**config.mk**
```make
export PLATFORM = sky130hd
export DESIGN_NAME = segre_store_buffer
export DESIGN_NICKNAME = d
export VERILOG_FILES = /design/src/segre_pkg.sv /design/src/segre_sb_entry_if.sv /design/src/segre_sb_entry.sv /design/src/segre_sb_ctrl.sv /design/src/segre_sb_read.sv /design/src/segre_store_buffer.sv
export SDC_FILE = /design/constraint.sdc
export NUM_CORES = 1
export LEC_CHECK = 0
export ABC_AREA = 1
export BUFFER_PORTS_ARGS = -buffer_cell sky130_fd_sc_hd__buf_2
export CAP_MARGIN = 20
export CORE_AREA = 2 2 210 212
export DETAILED_ROUTE_END_ITERATION = 10
export DIE_AREA = 0 0 212 214
export HOLD_SLACK_MARGIN = 0.1
export PLACE_DENSITY = 0.59
export RECOVER_POWER = 100
export SLEW_MARGIN = 25
export SYNTH_ARGS = -nofsm -noshare
export SYNTH_HDL_FRONTEND = slang
export SYNTH_SLANG_ARGS = --single-unit
```
**constraint.sdc**
```tcl
create_clock -name clk_i -period 5.48 [get_ports clk_i]
set_input_delay 0.548 -clock clk_i [delete_from_list [all_inputs] [get_ports clk_i]]
set_output_delay 0.548 -clock clk_i [all_outputs]
set_load 0.05 [all_outputs]
```
**src/segre_pkg.sv**
```systemverilog
package segre_pkg;

    // Width of data and address words
    localparam int WORD_SIZE = 32;

    // Number of store buffer entries, kept a power of two
    localparam int NUM_SB_ENTRIES = 4;

    // Read and write pointer width
    localparam int SB_ENTRY_BITS = $clog2(NUM_SB_ENTRIES);

    // Store buffer FSM states
    // NOT_FLUSHING accepts stores and drains on ALU cycles
    // FLUSHING drains one entry per cycle until empty
    typedef enum logic {
        NOT_FLUSHING = 1'b0,
        FLUSHING     = 1'b1
    } sb_state_t;

endpackage : segre_pkg

```
**src/segre_sb_entry_if.sv**
```systemverilog
`timescale 1ns/1ps

// Link between the controller, one buffer entry and the read mux
interface segre_sb_entry_if;

    // Write strobe, loads the pair and sets valid
    logic                            wr_en;
    // Clear strobe, frees the entry
    logic                            clr_en;
    // Pair to be written
    logic [segre_pkg::WORD_SIZE-1:0] wr_data;
    logic [segre_pkg::WORD_SIZE-1:0] wr_addr;

    // Entry state
    logic                            valid;
    logic [segre_pkg::WORD_SIZE-1:0] data;
    logic [segre_pkg::WORD_SIZE-1:0] addr;
    // Valid and address equals the lookup address
    logic                            match;

    // Controller side, drives strobes and sees occupancy
    modport ctrl (
        output wr_en,
        output clr_en,
        output wr_data,
        output wr_addr,
        input  valid,
        input  match
    );

    // Entry side, holds the stored pair
    modport ent (
        input  wr_en,
        input  clr_en,
        input  wr_data,
        input  wr_addr,
        output valid,
        output data,
        output addr,
        output match
    );

    // Read mux side
    modport rd (
        input valid,
        input data,
        input addr,
        input match
    );

endinterface : segre_sb_entry_if

```
**src/segre_sb_entry.sv**
```systemverilog
`timescale 1ns/1ps

// One store buffer slot with its own address comparator
module segre_sb_entry (
    input logic                            clk_i,
    input logic                            rsn_i,
    // Address looked up by loads and coalescing stores
    input logic [segre_pkg::WORD_SIZE-1:0] lookup_addr_i,
    segre_sb_entry_if.ent                  ent
);

    logic                            valid_q;
    logic [segre_pkg::WORD_SIZE-1:0] data_q;
    logic [segre_pkg::WORD_SIZE-1:0] addr_q;

    // Valid bit
    // A write has priority over a clear in the same cycle
    always_ff @(posedge clk_i or negedge rsn_i) begin
        if (!rsn_i) begin
            valid_q <= 1'b0;
        end else if (ent.wr_en) begin
            valid_q <= 1'b1;
        end else if (ent.clr_en) begin
            valid_q <= 1'b0;
        end
    end

    // Stored pair, only meaningful while valid
    always_ff @(posedge clk_i) begin
        if (ent.wr_en) begin
            data_q <= ent.wr_data;
            addr_q <= ent.wr_addr;
        end
    end

    assign ent.valid = valid_q;
    assign ent.data  = data_q;
    assign ent.addr  = addr_q;

    // Address match, used for forwarding and coalescing
    assign ent.match = valid_q && (addr_q == lookup_addr_i);

    // Free slots are only ever allocated
    // The controller must not drain an entry that holds nothing
    a_no_clear_on_free: assert property (
        @(posedge clk_i) disable iff (!rsn_i)
        !(ent.wr_en && ent.clr_en && !valid_q)
    ) else $error("sb_entry: write and clear on a free entry");

endmodule : segre_sb_entry

```
**src/segre_sb_ctrl.sv**
```systemverilog
`timescale 1ns/1ps

// Write and drain control of the store buffer
module segre_sb_ctrl (
    input  logic                                clk_i,
    input  logic                                rsn_i,
    // Store payload and lookup address
    input  logic [segre_pkg::WORD_SIZE-1:0]     data_i,
    input  logic [segre_pkg::WORD_SIZE-1:0]     addr_i,
    // Instruction class, at most one set
    input  logic                                is_load_i,
    input  logic                                is_store_i,
    input  logic                                is_alu_i,
    // Cache found the line for the store
    input  logic                                is_hit_i,
    segre_sb_entry_if.ctrl                      ents [segre_pkg::NUM_SB_ENTRIES-1:0],
    // Head of the circular buffer
    output logic [segre_pkg::SB_ENTRY_BITS-1:0] rd_ptr_o,
    // Head entry leaves toward the cache this cycle
    output logic                                drain_o
);

    segre_pkg::sb_state_t state_q;
    segre_pkg::sb_state_t state_d;

    logic [segre_pkg::SB_ENTRY_BITS-1:0]  rd_ptr_q;
    logic [segre_pkg::SB_ENTRY_BITS-1:0]  wr_ptr_q;

    logic [segre_pkg::NUM_SB_ENTRIES-1:0] valid_vec;
    logic [segre_pkg::NUM_SB_ENTRIES-1:0] match_vec;
    logic [segre_pkg::NUM_SB_ENTRIES-1:0] wr_dec;
    logic [segre_pkg::NUM_SB_ENTRIES-1:0] rd_dec;
    logic [segre_pkg::NUM_SB_ENTRIES-1:0] wr_en_vec;
    logic [segre_pkg::NUM_SB_ENTRIES-1:0] clr_en_vec;

    logic full;
    logic empty;
    logic any_match;
    logic store_ok;
    logic coalesce;
    logic alloc;
    logic drain;

    // Gather occupancy and match bits, fan out strobes and payload
    for (genvar i = 0; i < segre_pkg::NUM_SB_ENTRIES; i++) begin : g_ents
        assign valid_vec[i]     = ents[i].valid;
        assign match_vec[i]     = ents[i].match;
        assign ents[i].wr_en    = wr_en_vec[i];
        assign ents[i].clr_en   = clr_en_vec[i];
        assign ents[i].wr_data  = data_i;
        assign ents[i].wr_addr  = addr_i;
    end

    // Occupancy comes straight from the valid bits
    assign full      = &valid_vec;
    assign empty     = ~|valid_vec;
    assign any_match = |match_vec;

    // Stores are accepted only outside a flush and on a cache hit
    assign store_ok = (state_q == segre_pkg::NOT_FLUSHING) && is_store_i && is_hit_i;
    // Same address already buffered, overwrite in place even if full
    assign coalesce = store_ok && any_match;
    // New address, needs a free slot at the write pointer
    assign alloc    = store_ok && !any_match && !full;

    // Drain on ALU cycles, or every cycle while flushing
    assign drain = !empty &&
                   ((state_q == segre_pkg::FLUSHING) ||
                    (is_alu_i && (state_q == segre_pkg::NOT_FLUSHING)));

    // Pointer decode
    assign wr_dec = {{(segre_pkg::NUM_SB_ENTRIES-1){1'b0}}, 1'b1} << wr_ptr_q;
    assign rd_dec = {{(segre_pkg::NUM_SB_ENTRIES-1){1'b0}}, 1'b1} << rd_ptr_q;

    // Coalescing write goes to the matching slot, otherwise to the tail
    assign wr_en_vec  = coalesce ? match_vec :
                        alloc    ? wr_dec    : '0;
    assign clr_en_vec = drain ? rd_dec : '0;

    // Pointers wrap naturally, entry count is a power of two
    always_ff @(posedge clk_i or negedge rsn_i) begin
        if (!rsn_i) begin
            wr_ptr_q <= '0;
            rd_ptr_q <= '0;
        end else begin
            if (alloc) begin
                wr_ptr_q <= wr_ptr_q + 1'b1;
            end
            if (drain) begin
                rd_ptr_q <= rd_ptr_q + 1'b1;
            end
        end
    end

    // Flush FSM
    always_comb begin
        state_d = state_q;
        case (state_q)
            segre_pkg::NOT_FLUSHING: begin
                // Store with no room, or load that misses the buffer
                if ((is_store_i && full && !any_match) || (is_load_i && !any_match)) begin
                    state_d = segre_pkg::FLUSHING;
                end
            end
            segre_pkg::FLUSHING: begin
                // Leave once a cycle starts with nothing left
                if (empty) begin
                    state_d = segre_pkg::NOT_FLUSHING;
                end
            end
            default: state_d = segre_pkg::NOT_FLUSHING;
        endcase
    end

    always_ff @(posedge clk_i or negedge rsn_i) begin
        if (!rsn_i) begin
            state_q <= segre_pkg::NOT_FLUSHING;
        end else begin
            state_q <= state_d;
        end
    end

    assign rd_ptr_o = rd_ptr_q;
    assign drain_o  = drain;

    // Decode stage delivers one instruction class per cycle
    a_strobes_onehot: assert property (
        @(posedge clk_i) disable iff (!rsn_i)
        $onehot0({is_load_i, is_store_i, is_alu_i})
    ) else $error("sb_ctrl: more than one instruction strobe");

    // A flush only ends with every entry drained
    // No store may slip in on the exit edge
    a_flush_until_empty: assert property (
        @(posedge clk_i) disable iff (!rsn_i)
        $fell(state_q == segre_pkg::FLUSHING) |-> empty
    ) else $error("sb_ctrl: flush left with entries pending");

endmodule : segre_sb_ctrl

```
**src/segre_sb_read.sv**
```systemverilog
`timescale 1ns/1ps

// Output mux of the store buffer
module segre_sb_read (
    // Load lookup active
    input  logic                                load_i,
    // Head entry index
    input  logic [segre_pkg::SB_ENTRY_BITS-1:0] rd_ptr_i,
    // Head entry is being drained
    input  logic                                drain_i,
    segre_sb_entry_if.rd                        ents [segre_pkg::NUM_SB_ENTRIES-1:0],
    output logic [segre_pkg::WORD_SIZE-1:0]     data_o,
    output logic [segre_pkg::WORD_SIZE-1:0]     addr_o,
    output logic                                is_hit_o
);

    logic [segre_pkg::NUM_SB_ENTRIES-1:0] valid_vec;
    logic [segre_pkg::NUM_SB_ENTRIES-1:0] match_vec;
    logic [segre_pkg::WORD_SIZE-1:0]      ent_data [segre_pkg::NUM_SB_ENTRIES];
    logic [segre_pkg::WORD_SIZE-1:0]      ent_addr [segre_pkg::NUM_SB_ENTRIES];
    logic [segre_pkg::WORD_SIZE-1:0]      fwd_data;
    logic [segre_pkg::WORD_SIZE-1:0]      fwd_addr;
    logic                                 is_hit;

    // Flatten the interface array so it can be indexed by the pointer
    for (genvar i = 0; i < segre_pkg::NUM_SB_ENTRIES; i++) begin : g_ents
        assign valid_vec[i] = ents[i].valid;
        assign match_vec[i] = ents[i].match;
        assign ent_data[i]  = ents[i].data;
        assign ent_addr[i]  = ents[i].addr;
    end

    // One-hot forwarding mux
    // Coalescing keeps at most one match, so no age ranking is needed
    always_comb begin
        fwd_data = '0;
        fwd_addr = '0;
        for (int i = 0; i < segre_pkg::NUM_SB_ENTRIES; i++) begin
            if (match_vec[i]) begin
                fwd_data = fwd_data | ent_data[i];
                fwd_addr = fwd_addr | ent_addr[i];
            end
        end
    end

    assign is_hit = load_i && |match_vec;

    // Forwarded load wins over the drained head, idle output is zero
    always_comb begin
        if (is_hit) begin
            data_o = fwd_data;
            addr_o = fwd_addr;
        end else if (drain_i) begin
            data_o = ent_data[rd_ptr_i];
            addr_o = ent_addr[rd_ptr_i];
        end else begin
            data_o = '0;
            addr_o = '0;
        end
    end

    assign is_hit_o = is_hit;

    // Coalescing invariant and head occupancy, checked after settling
    always_comb begin
        a_single_match: assert final ($onehot0(match_vec))
            else $error("sb_read: several entries match one address");
        a_head_valid: assert final (!drain_i || valid_vec[rd_ptr_i])
            else $error("sb_read: drain of a free head entry");
    end

endmodule : segre_sb_read

```
**src/segre_store_buffer.sv**
```systemverilog
`timescale 1ns/1ps

// Store buffer of the memory stage
// Holds cache-hitting stores, forwards to loads, drains toward the cache
module segre_store_buffer (
    input  logic                            clk_i,
    input  logic                            rsn_i,
    // Store payload and lookup address
    input  logic [segre_pkg::WORD_SIZE-1:0] data_i,
    input  logic [segre_pkg::WORD_SIZE-1:0] addr_i,
    // Instruction class, at most one set
    input  logic                            is_load_i,
    input  logic                            is_store_i,
    input  logic                            is_alu_i,
    // Cache found the line for the store, store ignored otherwise
    input  logic                            is_hit_i,
    // Forwarded entry on a hit, head entry on a drain
    output logic [segre_pkg::WORD_SIZE-1:0] data_o,
    output logic [segre_pkg::WORD_SIZE-1:0] addr_o,
    // Load served from the buffer
    output logic                            is_hit_o,
    // Head entry goes to the cache this cycle
    output logic                            reading_valid_entry_o
);

    logic [segre_pkg::SB_ENTRY_BITS-1:0] rd_ptr;
    logic                                drain;

    // One link per entry
    segre_sb_entry_if sb_if [segre_pkg::NUM_SB_ENTRIES-1:0] ();

    // Pointers, flush FSM and strobes
    segre_sb_ctrl i_ctrl (
        .clk_i      (clk_i),
        .rsn_i      (rsn_i),
        .data_i     (data_i),
        .addr_i     (addr_i),
        .is_load_i  (is_load_i),
        .is_store_i (is_store_i),
        .is_alu_i   (is_alu_i),
        .is_hit_i   (is_hit_i),
        .ents       (sb_if),
        .rd_ptr_o   (rd_ptr),
        .drain_o    (drain)
    );

    // Entry storage, all compared against the same lookup address
    for (genvar i = 0; i < segre_pkg::NUM_SB_ENTRIES; i++) begin : g_entry
        segre_sb_entry i_entry (
            .clk_i         (clk_i),
            .rsn_i         (rsn_i),
            .lookup_addr_i (addr_i),
            .ent           (sb_if[i])
        );
    end

    // Output selection
    segre_sb_read i_read (
        .load_i   (is_load_i),
        .rd_ptr_i (rd_ptr),
        .drain_i  (drain),
        .ents     (sb_if),
        .data_o   (data_o),
        .addr_o   (addr_o),
        .is_hit_o (is_hit_o)
    );

    assign reading_valid_entry_o = drain;

endmodule : segre_store_buffer

```
==> results.md, run 1 <==
- Setup TNS: 0 ns
- TritonCTS clock tree: built
- Status: finished, violations left
- Initial antenna violation count: 3
- Die area: 0.0454 mm2
- Area Overhead vs Synth: 12.7%
- H-tree depth: 2
- Fin crit period: 4.79 ns
- Worst-Margin Slew: 1.79 ns
- Num CTS Buffers: 34
- Clock Sinks: 265
- Final hold vios: 0
- Mapped Cells: 2311
- Final WL: between 60 and 70 mm
- Slew Limit Fails: 78
- Worst Hold Margin: 0.227 ns
- # diodes: 0
- Post-synth design cell area: 0.0170 mm2
- Worst slack, placed: 1.33 ns
- CORE AREA: 0.0429 mm2
- Vias: 16600
- Register area share after synthesis: 46.6%
- Worst vdd ir: 0.383 mV
- Worst path max stage delay: 0.65 ns
- Clk_skew: 0.0302 ns
- I/O Buffers: 135
- Top layer in use: met5
- Register bit total from synthesis: 265
- Met3 Wirelength: approximately 6.0 mm
- CP required: approximately 4.9 ns
- DP HPWL: 44.8 mm
- Clk buf depth: 3
- Final worst slack: 0.689 ns
- Vias in the first global route: about 16000
- Starting Density: slightly below 40%
- Avg Inst Size Synth: between 7 and 8 um2
- Lkg Pwr: around 8.4 nW
- First-pass GRT wire length: around 100 mm
- Failing checks: capacitance limit, slew limit
- Die Wd: 212 um
- Critical path class: flop to output port
- Ys Warns: 0
- Cell variety after synth: 36
- Die Ht: 214 um
- Final Setup Violations: 0
- Drt pass-1 iters: 5
- GRT Overall Usage: between 20% and 30%
- Filler Cell Count: 4362
- Most frequent CP cell: nand2_1
- Skew-Pair Late Insertion Delay: about 0.58 ns
- DR vias/cell: 5.52
- Synthesized Nets: 2389
- Most frequent cells in the layout: nand2_1 (853), nand3_1 (299), inv_1 (288), edfxtp_1 (256), a21oi_1 (136)
- CP Cell Sequence: xnor2_1 > nand2_1 > nor2_1 > nand2_1 > nor2_4 > nand2_1 > nand2_1 > nor2_1 > nor2_8 > buf_4 > nand2_1 > nand2_1 > clkbuf_1
- 1st-iter DRT viols: around 1700
- Remaining global-route overflow: 0
- Share of layout cells above drive strength 1: 5.05%
- Crit end category: output port
- Worst path bufs/invs: 2
- Gpl congestion: approximately 1.0
- Fmax: 0.209 GHz
- Post-synth top flop: edfxtp_1
- Top Family by Delay on Critical Path: simple AND/OR/NAND/NOR gates
- DRC viols: 0
- Ys async rst share: under 10%
- Root buffer cell: clkbuf_16
- Wl on met1: 27.8 mm
- Post-route cell area: 0.0192 mm2
- Metal2 WL: 31.0 mm
- Io pins: 136
- RSZ-0062 raised after global routing: false
- Commonest non-fill, non-tap cell in the layout: nand2_1
- Wire per inst: ~22 um
- Rel. slew slack: -20.0%
- Max Fanout on Critical Path: 36
- CP arrival: 4.24 ns
- Worst hold path type: input pin to flop
- Startpoint Class: flop
- Net count, final: 2470
- Number of synthesized flops with an enable pin: around 260
- Area after DPL: 0.0183 mm2
- Final worst path period share: between 80% and 90%
- Clock-pin slew on the worst setup and hold paths: approximately 0.06 ns
- Slowest-stage cell, CP: nor2_8
- Pin count of the biggest net entering global routing: 85
- # rows: 76
- ANT nets after route: 0
- Max-cap viol count: 3
- Pwr Density: approximately 450 mW/mm2
## worst register-to-register path: cells and delay by family (launching register included)
kind,cells,cell delay [ns]
XOR/XNOR,1,0.50
AND/OR/NAND/NOR,6,2.23
flip-flops,1,0.42
buffers and inverters,2,1.09
## repair_timing
action	in CTS	in global routing
endpoints found under the hold margin	9	0
hold buffers	1	0
gates resized for setup	0	0
setup buffers	0	0
## stage by stage
| stage | utilization (%) | power (mW) | cells |
|---|---|---|---|
| final | 44.7 | 8.59 | 3003 |
| after floorplan | - | 5.32 | 2311 |
| after CTS | 45.2 | 8.67 | 3003 |
| after detailed placement | 42.6 | 6.48 | 2940 |
| after global routing | 44.7 | 8.97 | 3003 |
| after global placement | 42.6 | 6.45 | 2940 |
## final cells by class
class	instances	area [um2]	share of cell area (%)
Clock buffer	40	873	4.56
Clock inverter	22	204	1.06
Inverter	300	1130	5.89
Multi-Input combinational cell	1622	7470	39.0
Sequential cell	265	7920	41.3
Timing Repair Buffer	169	833	4.35
Tap cell	585	732	3.82
## cells by family after synthesis
kind of cell,count (synthesis),share of synthesized area (%)
flops,265,46.6
fa+ha+maj,8,0.589
buf+inv,424,9.89
xor+xnor,34,1.75
compound gates,248,8.63
simple gates,1332,32.6
## worst paths after layout
kind	slack (ns)	start	to	cells past startpoint
max in group asynchronous	4.58	rsn_i	i_ctrl.rd_ptr_o[0]	2
setup / recovery	0.69	g_entry[1].i_entry.ent.addr[2]	data_o[11]	13
hold reg to reg	0.54	i_ctrl.wr_ptr_q[1]	i_ctrl.wr_ptr_q[1]	2
setup reg to reg	0.90	g_entry[1].i_entry.ent.addr[2]	g_entry[1].i_entry.ent.data[28]	9
hold / removal	0.23	data_i[16]	g_entry[2].i_entry.ent.data[16]	1
min in group asynchronous	0.49	rsn_i	i_ctrl.wr_ptr_q[1]	2
## cell usage after synthesis, types with 2 or more instances
| master | count | area [um2] |
|---|---|---|
| a211oi_1 | 18 | 135 |
| a21oi_1 | 136 | 681 |
| a221oi_1 | 42 | 368 |
| buf_1 | 6 | 22.5 |
| buf_2 | 52 | 260 |
| buf_4 | 6 | 45.0 |
| clkbuf_1 | 58 | 218 |
| clkbuf_2 | 2 | 10.0 |
| dfrtp_1 | 9 | 225 |
| edfxtp_1 | 256 | 7690 |
| ha_1 | 8 | 100 |
| inv_1 | 289 | 1080 |
| inv_2 | 10 | 37.5 |
| nand2_1 | 853 | 3200 |
| nand3_1 | 299 | 1500 |
| nand3b_1 | 3 | 22.5 |
| nand4_1 | 31 | 194 |
| nor2_1 | 121 | 454 |
| nor3_1 | 8 | 40.0 |
| nor3b_1 | 4 | 30.0 |
| nor4_1 | 2 | 12.5 |
| o211ai_1 | 2 | 15.0 |
| o21ai_0 | 46 | 230 |
| o22ai_1 | 2 | 12.5 |
| or2_1 | 2 | 12.5 |
| or2_2 | 4 | 25.0 |
| xnor2_1 | 32 | 280 |
| xor2_1 | 2 | 17.5 |
## sequential cells by signal, summed over array words and instances (netlist names)
register / cells
g_entry.i_entry.ent.valid: 4
g_entry.i_entry.ent.data: 128
i_ctrl.wr_ptr_q: 2
i_ctrl.state_q: 1
g_entry.i_entry.ent.addr: 128
i_ctrl.rd_ptr_o: 2
## layer usage
metal,GRT usage (%),vias to the layer above
li1,-,7730
met5,0,-
met4,11.8,6
met1,39.9,7839
met3,4.78,157
met2,47.2,848
## power breakdown
group	switching, mW	internal, mW	total, mW
combinational	3.00	0.820	3.82
clock	0.936	1.25	2.19
sequential	0.167	2.42	2.58
total	4.10	4.49	8.59
Note: power is estimated with default switching activity, not from simulation.
==> run 2: changes to the inputs <==
--- a/config.mk
+++ b/config.mk
@@ -9,6 +9,7 @@
 export BUFFER_PORTS_ARGS = -buffer_cell sky130_fd_sc_hd__buf_2
 export CAP_MARGIN = 20
 export CORE_AREA = 2 2 210 212
+export CTS_BUF_LIST = sky130_fd_sc_hd__clkbuf_8
 export DETAILED_ROUTE_END_ITERATION = 10
 export DIE_AREA = 0 0 212 214
 export HOLD_SLACK_MARGIN = 0.1
==> results.md, run 2 (synthesis results as in run 1) <==
- Failing checks: capacitance limit, slew limit
- Fin crit period: 4.91 ns (+0.116 ns)
- Rel. slew slack: -20.4% (-0.44 points)
- Setup TNS: 0 ns (unchanged)
- Clk buf depth: 3 (unchanged)
- H-tree depth: 2 (unchanged)
- Most frequent cells in the layout: nand2_1 (853), inv_1 (306), nand3_1 (299), edfxtp_1 (256), a21oi_1 (136)
- Final hold vios: 0 (unchanged)
- Clock-pin slew on the worst setup and hold paths: 0.06 ns (about the same)
- TritonCTS clock tree: built
- Worst-Margin Slew: 1.80 ns (+0.00662 ns)
- Sw Ratio: 49.4% (+1.7 points)
- CP arrival: 4.36 ns (+0.12 ns)
- Drt pass-1 iters: 5 (unchanged)
- RSZ-0062 raised after global routing: false
- Skew-Pair Late Insertion Delay: 0.66 ns (+0.08 ns)
- Final WL: 67.5 mm (+0.72%)
- # resized after CTS: 0 (unchanged)
- Io pins: 136 (unchanged)
- ANT nets after route: 0 (unchanged)
- DP HPWL: 44.8 mm (unchanged)
- Clk_skew: 0.0551 ns (+0.0249 ns)
- Status: finished, violations left
- Worst hold path type: input pin to flop
- Number of buffers added for setup after CTS: 0 (unchanged)
- First-pass GRT wire length: 101 mm (+1.3%)
- Pwr Total: 8.27 mW (-3.7%)
- DR vias/cell: 5.47 (-0.97%)
- Final Setup Violations: 0 (unchanged)
- Clock Sinks: 265 (unchanged)
- Startpoint Class: flop
- Area Overhead vs Synth: 13.8%
- Wire per inst: 22.0 um (-1.4%)
- Net count, final: 2518 (+1.9%)
- Pwr Density: 428 mW/mm2 (-4.6%)
- Crit end category: output port
- Slew Limit Fails: 78 (unchanged)
- Share of layout cells above drive strength 1: 6.05% (+1.0 points)
- Root buffer cell: clkbuf_8
- Starting Density: 39.6% (unchanged)
- Remaining global-route overflow: 0 (unchanged)
- GRT Overall Usage: 29.7% (+0.15 points)
- Clock network power share: 22.0% (-3.5 points)
- Vias in the first global route: 16300 (+2.3%)
- Switching power of the nets: 4.09 mW (-0.32%)
- 1st-iter DRT viols: 1646 (-2.7%)
- I/O Buffers: 135 (unchanged)
- Sequential share of power: 31.2% (+1.1 points)
- CORE AREA: 0.0429 mm2 (unchanged)
- Hold_buf cts: 33 (+32)
- Internal: 4.19 mW (-6.8%)
- Critical path class: flop to output port
- Num CTS Buffers: 50 (+47%)
- Vias: 16800 (+1.1%)
- # rows: 76 (unchanged)
- Die area: 0.0454 mm2 (unchanged)
- Worst vdd ir: 0.383 mV (+0.10%)
- Final worst path period share: 89.5% (+2.1 points)
- Part of the power in combinational logic: 46.7% (+2.2 points)
- Max-cap viol count: 3 (unchanged)
- DRC viols: 0 (unchanged)
- Die Wd: 212 um (unchanged)
- Commonest non-fill, non-tap cell in the layout: nand2_1
- Lkg Pwr: 8.62 nW (+2.4%)
- Fmax: 0.204 GHz (-2.4%)
- Pin count of the biggest net entering global routing: 85 (unchanged)
- Filler Cell Count: 4373 (+0.25%)
- Initial antenna violation count: 3 (unchanged)
- Gpl congestion: 1.03 (unchanged)
- Die Ht: 214 um (unchanged)
- CP required: 4.93 ns (about the same)
- Max Fanout on Critical Path: 36 (unchanged)
==> run 2: cell types whose count changed in the layout (fill, tap and decap cells not counted), moves of 2 or more <==
cell | previous run | this run
clkbuf_8 | 0 | 50
clkbuf_16 | 34 | 0
dlygate4sd3_1 | 1 | 33
clkbuf_1 | 132 | 108
buf_2 | 16 | 34
inv_1 | 288 | 306
clkinv_1 | 6 | 15
clkinv_2 | 8 | 5
inv_12 | 0 | 2
==> run 2: path summary, 6_finish.rpt <==
check / from / endpoint / slack (ns) / depth (start not counted)
worst min-delay path: is_store_i / i_ctrl.state_q / 0.25 / 5
worst max-delay path: g_entry[1].i_entry.ent.addr[2] / data_o[9] / 0.57 / 13
worst min register to register: i_ctrl.wr_ptr_q[1] / i_ctrl.wr_ptr_q[1] / 0.54 / 2
max in group asynchronous: rsn_i / i_ctrl.rd_ptr_o[0] / 4.67 / 2
min in group asynchronous: rsn_i / i_ctrl.state_q / 0.39 / 2
worst max register to register: g_entry[1].i_entry.ent.addr[2] / g_entry[1].i_entry.ent.addr[31] / 0.82 / 9
==> run 2: layer usage <==
layer,GRT usage (%),share of wire (%)
met1,40.1,42
met2,47.9,47
met3,4.65,8.2
met4,11.0,2.8
met5,0,0.019
==> run 2: power groups by stage <==
stage,logic (mW),registers (mW),clock network (mW)
detailed placement,3.87,2.61,0
global route,4.12,2.60,1.95
global placement,3.84,2.61,0
floorplan,2.78,2.54,0
CTS,3.90,2.57,1.86
finish,3.87,2.58,1.82
==> run 2: final cells by class <==
cell class              count  area [um2]  area share (%)
clock inverters            43         226            1.17
multi-input cells        1622        7470            38.6
clock buffers              50         688            3.56
inverters                 300        1130            5.84
flip-flops and latches    265        7920            40.9
repair buffers            201        1170            6.07
diodes                      1        2.50          0.0129
well taps                 585         732            3.78
==> run 2: worst max-delay path, cell delays in order, from the launching register on <==
cell and delay, ns:
edfxtp_1 0.42, xnor2_1 0.53, nand2_1 0.12, nor2_1 0.32
nand2_1 0.15, nor2_4 0.11, nand2_1 0.08, nand2_1 0.16
nor2_1 0.24, nor2_8 0.63, buf_4 0.32, nand2_1 0.07
nand2_1 0.06, clkbuf_1 0.47
==> run 2: stage by stage <==
step	cells	instance area, um2	util (%)	hold slack, ns	worst slack [ns]
3_3_place_gp	2940	18300	42.6	0.422	1.31
4_1_cts	3066	19500	45.5	0.151	0.945
5_1_grt	3067	19300	45.1	0.276	0.393
2_1_floorplan	2311	17000	-	0.252	1.95
6_report	3067	19300	45.1	0.253	0.573
3_5_place_dp	2940	18300	42.6	0.419	1.33
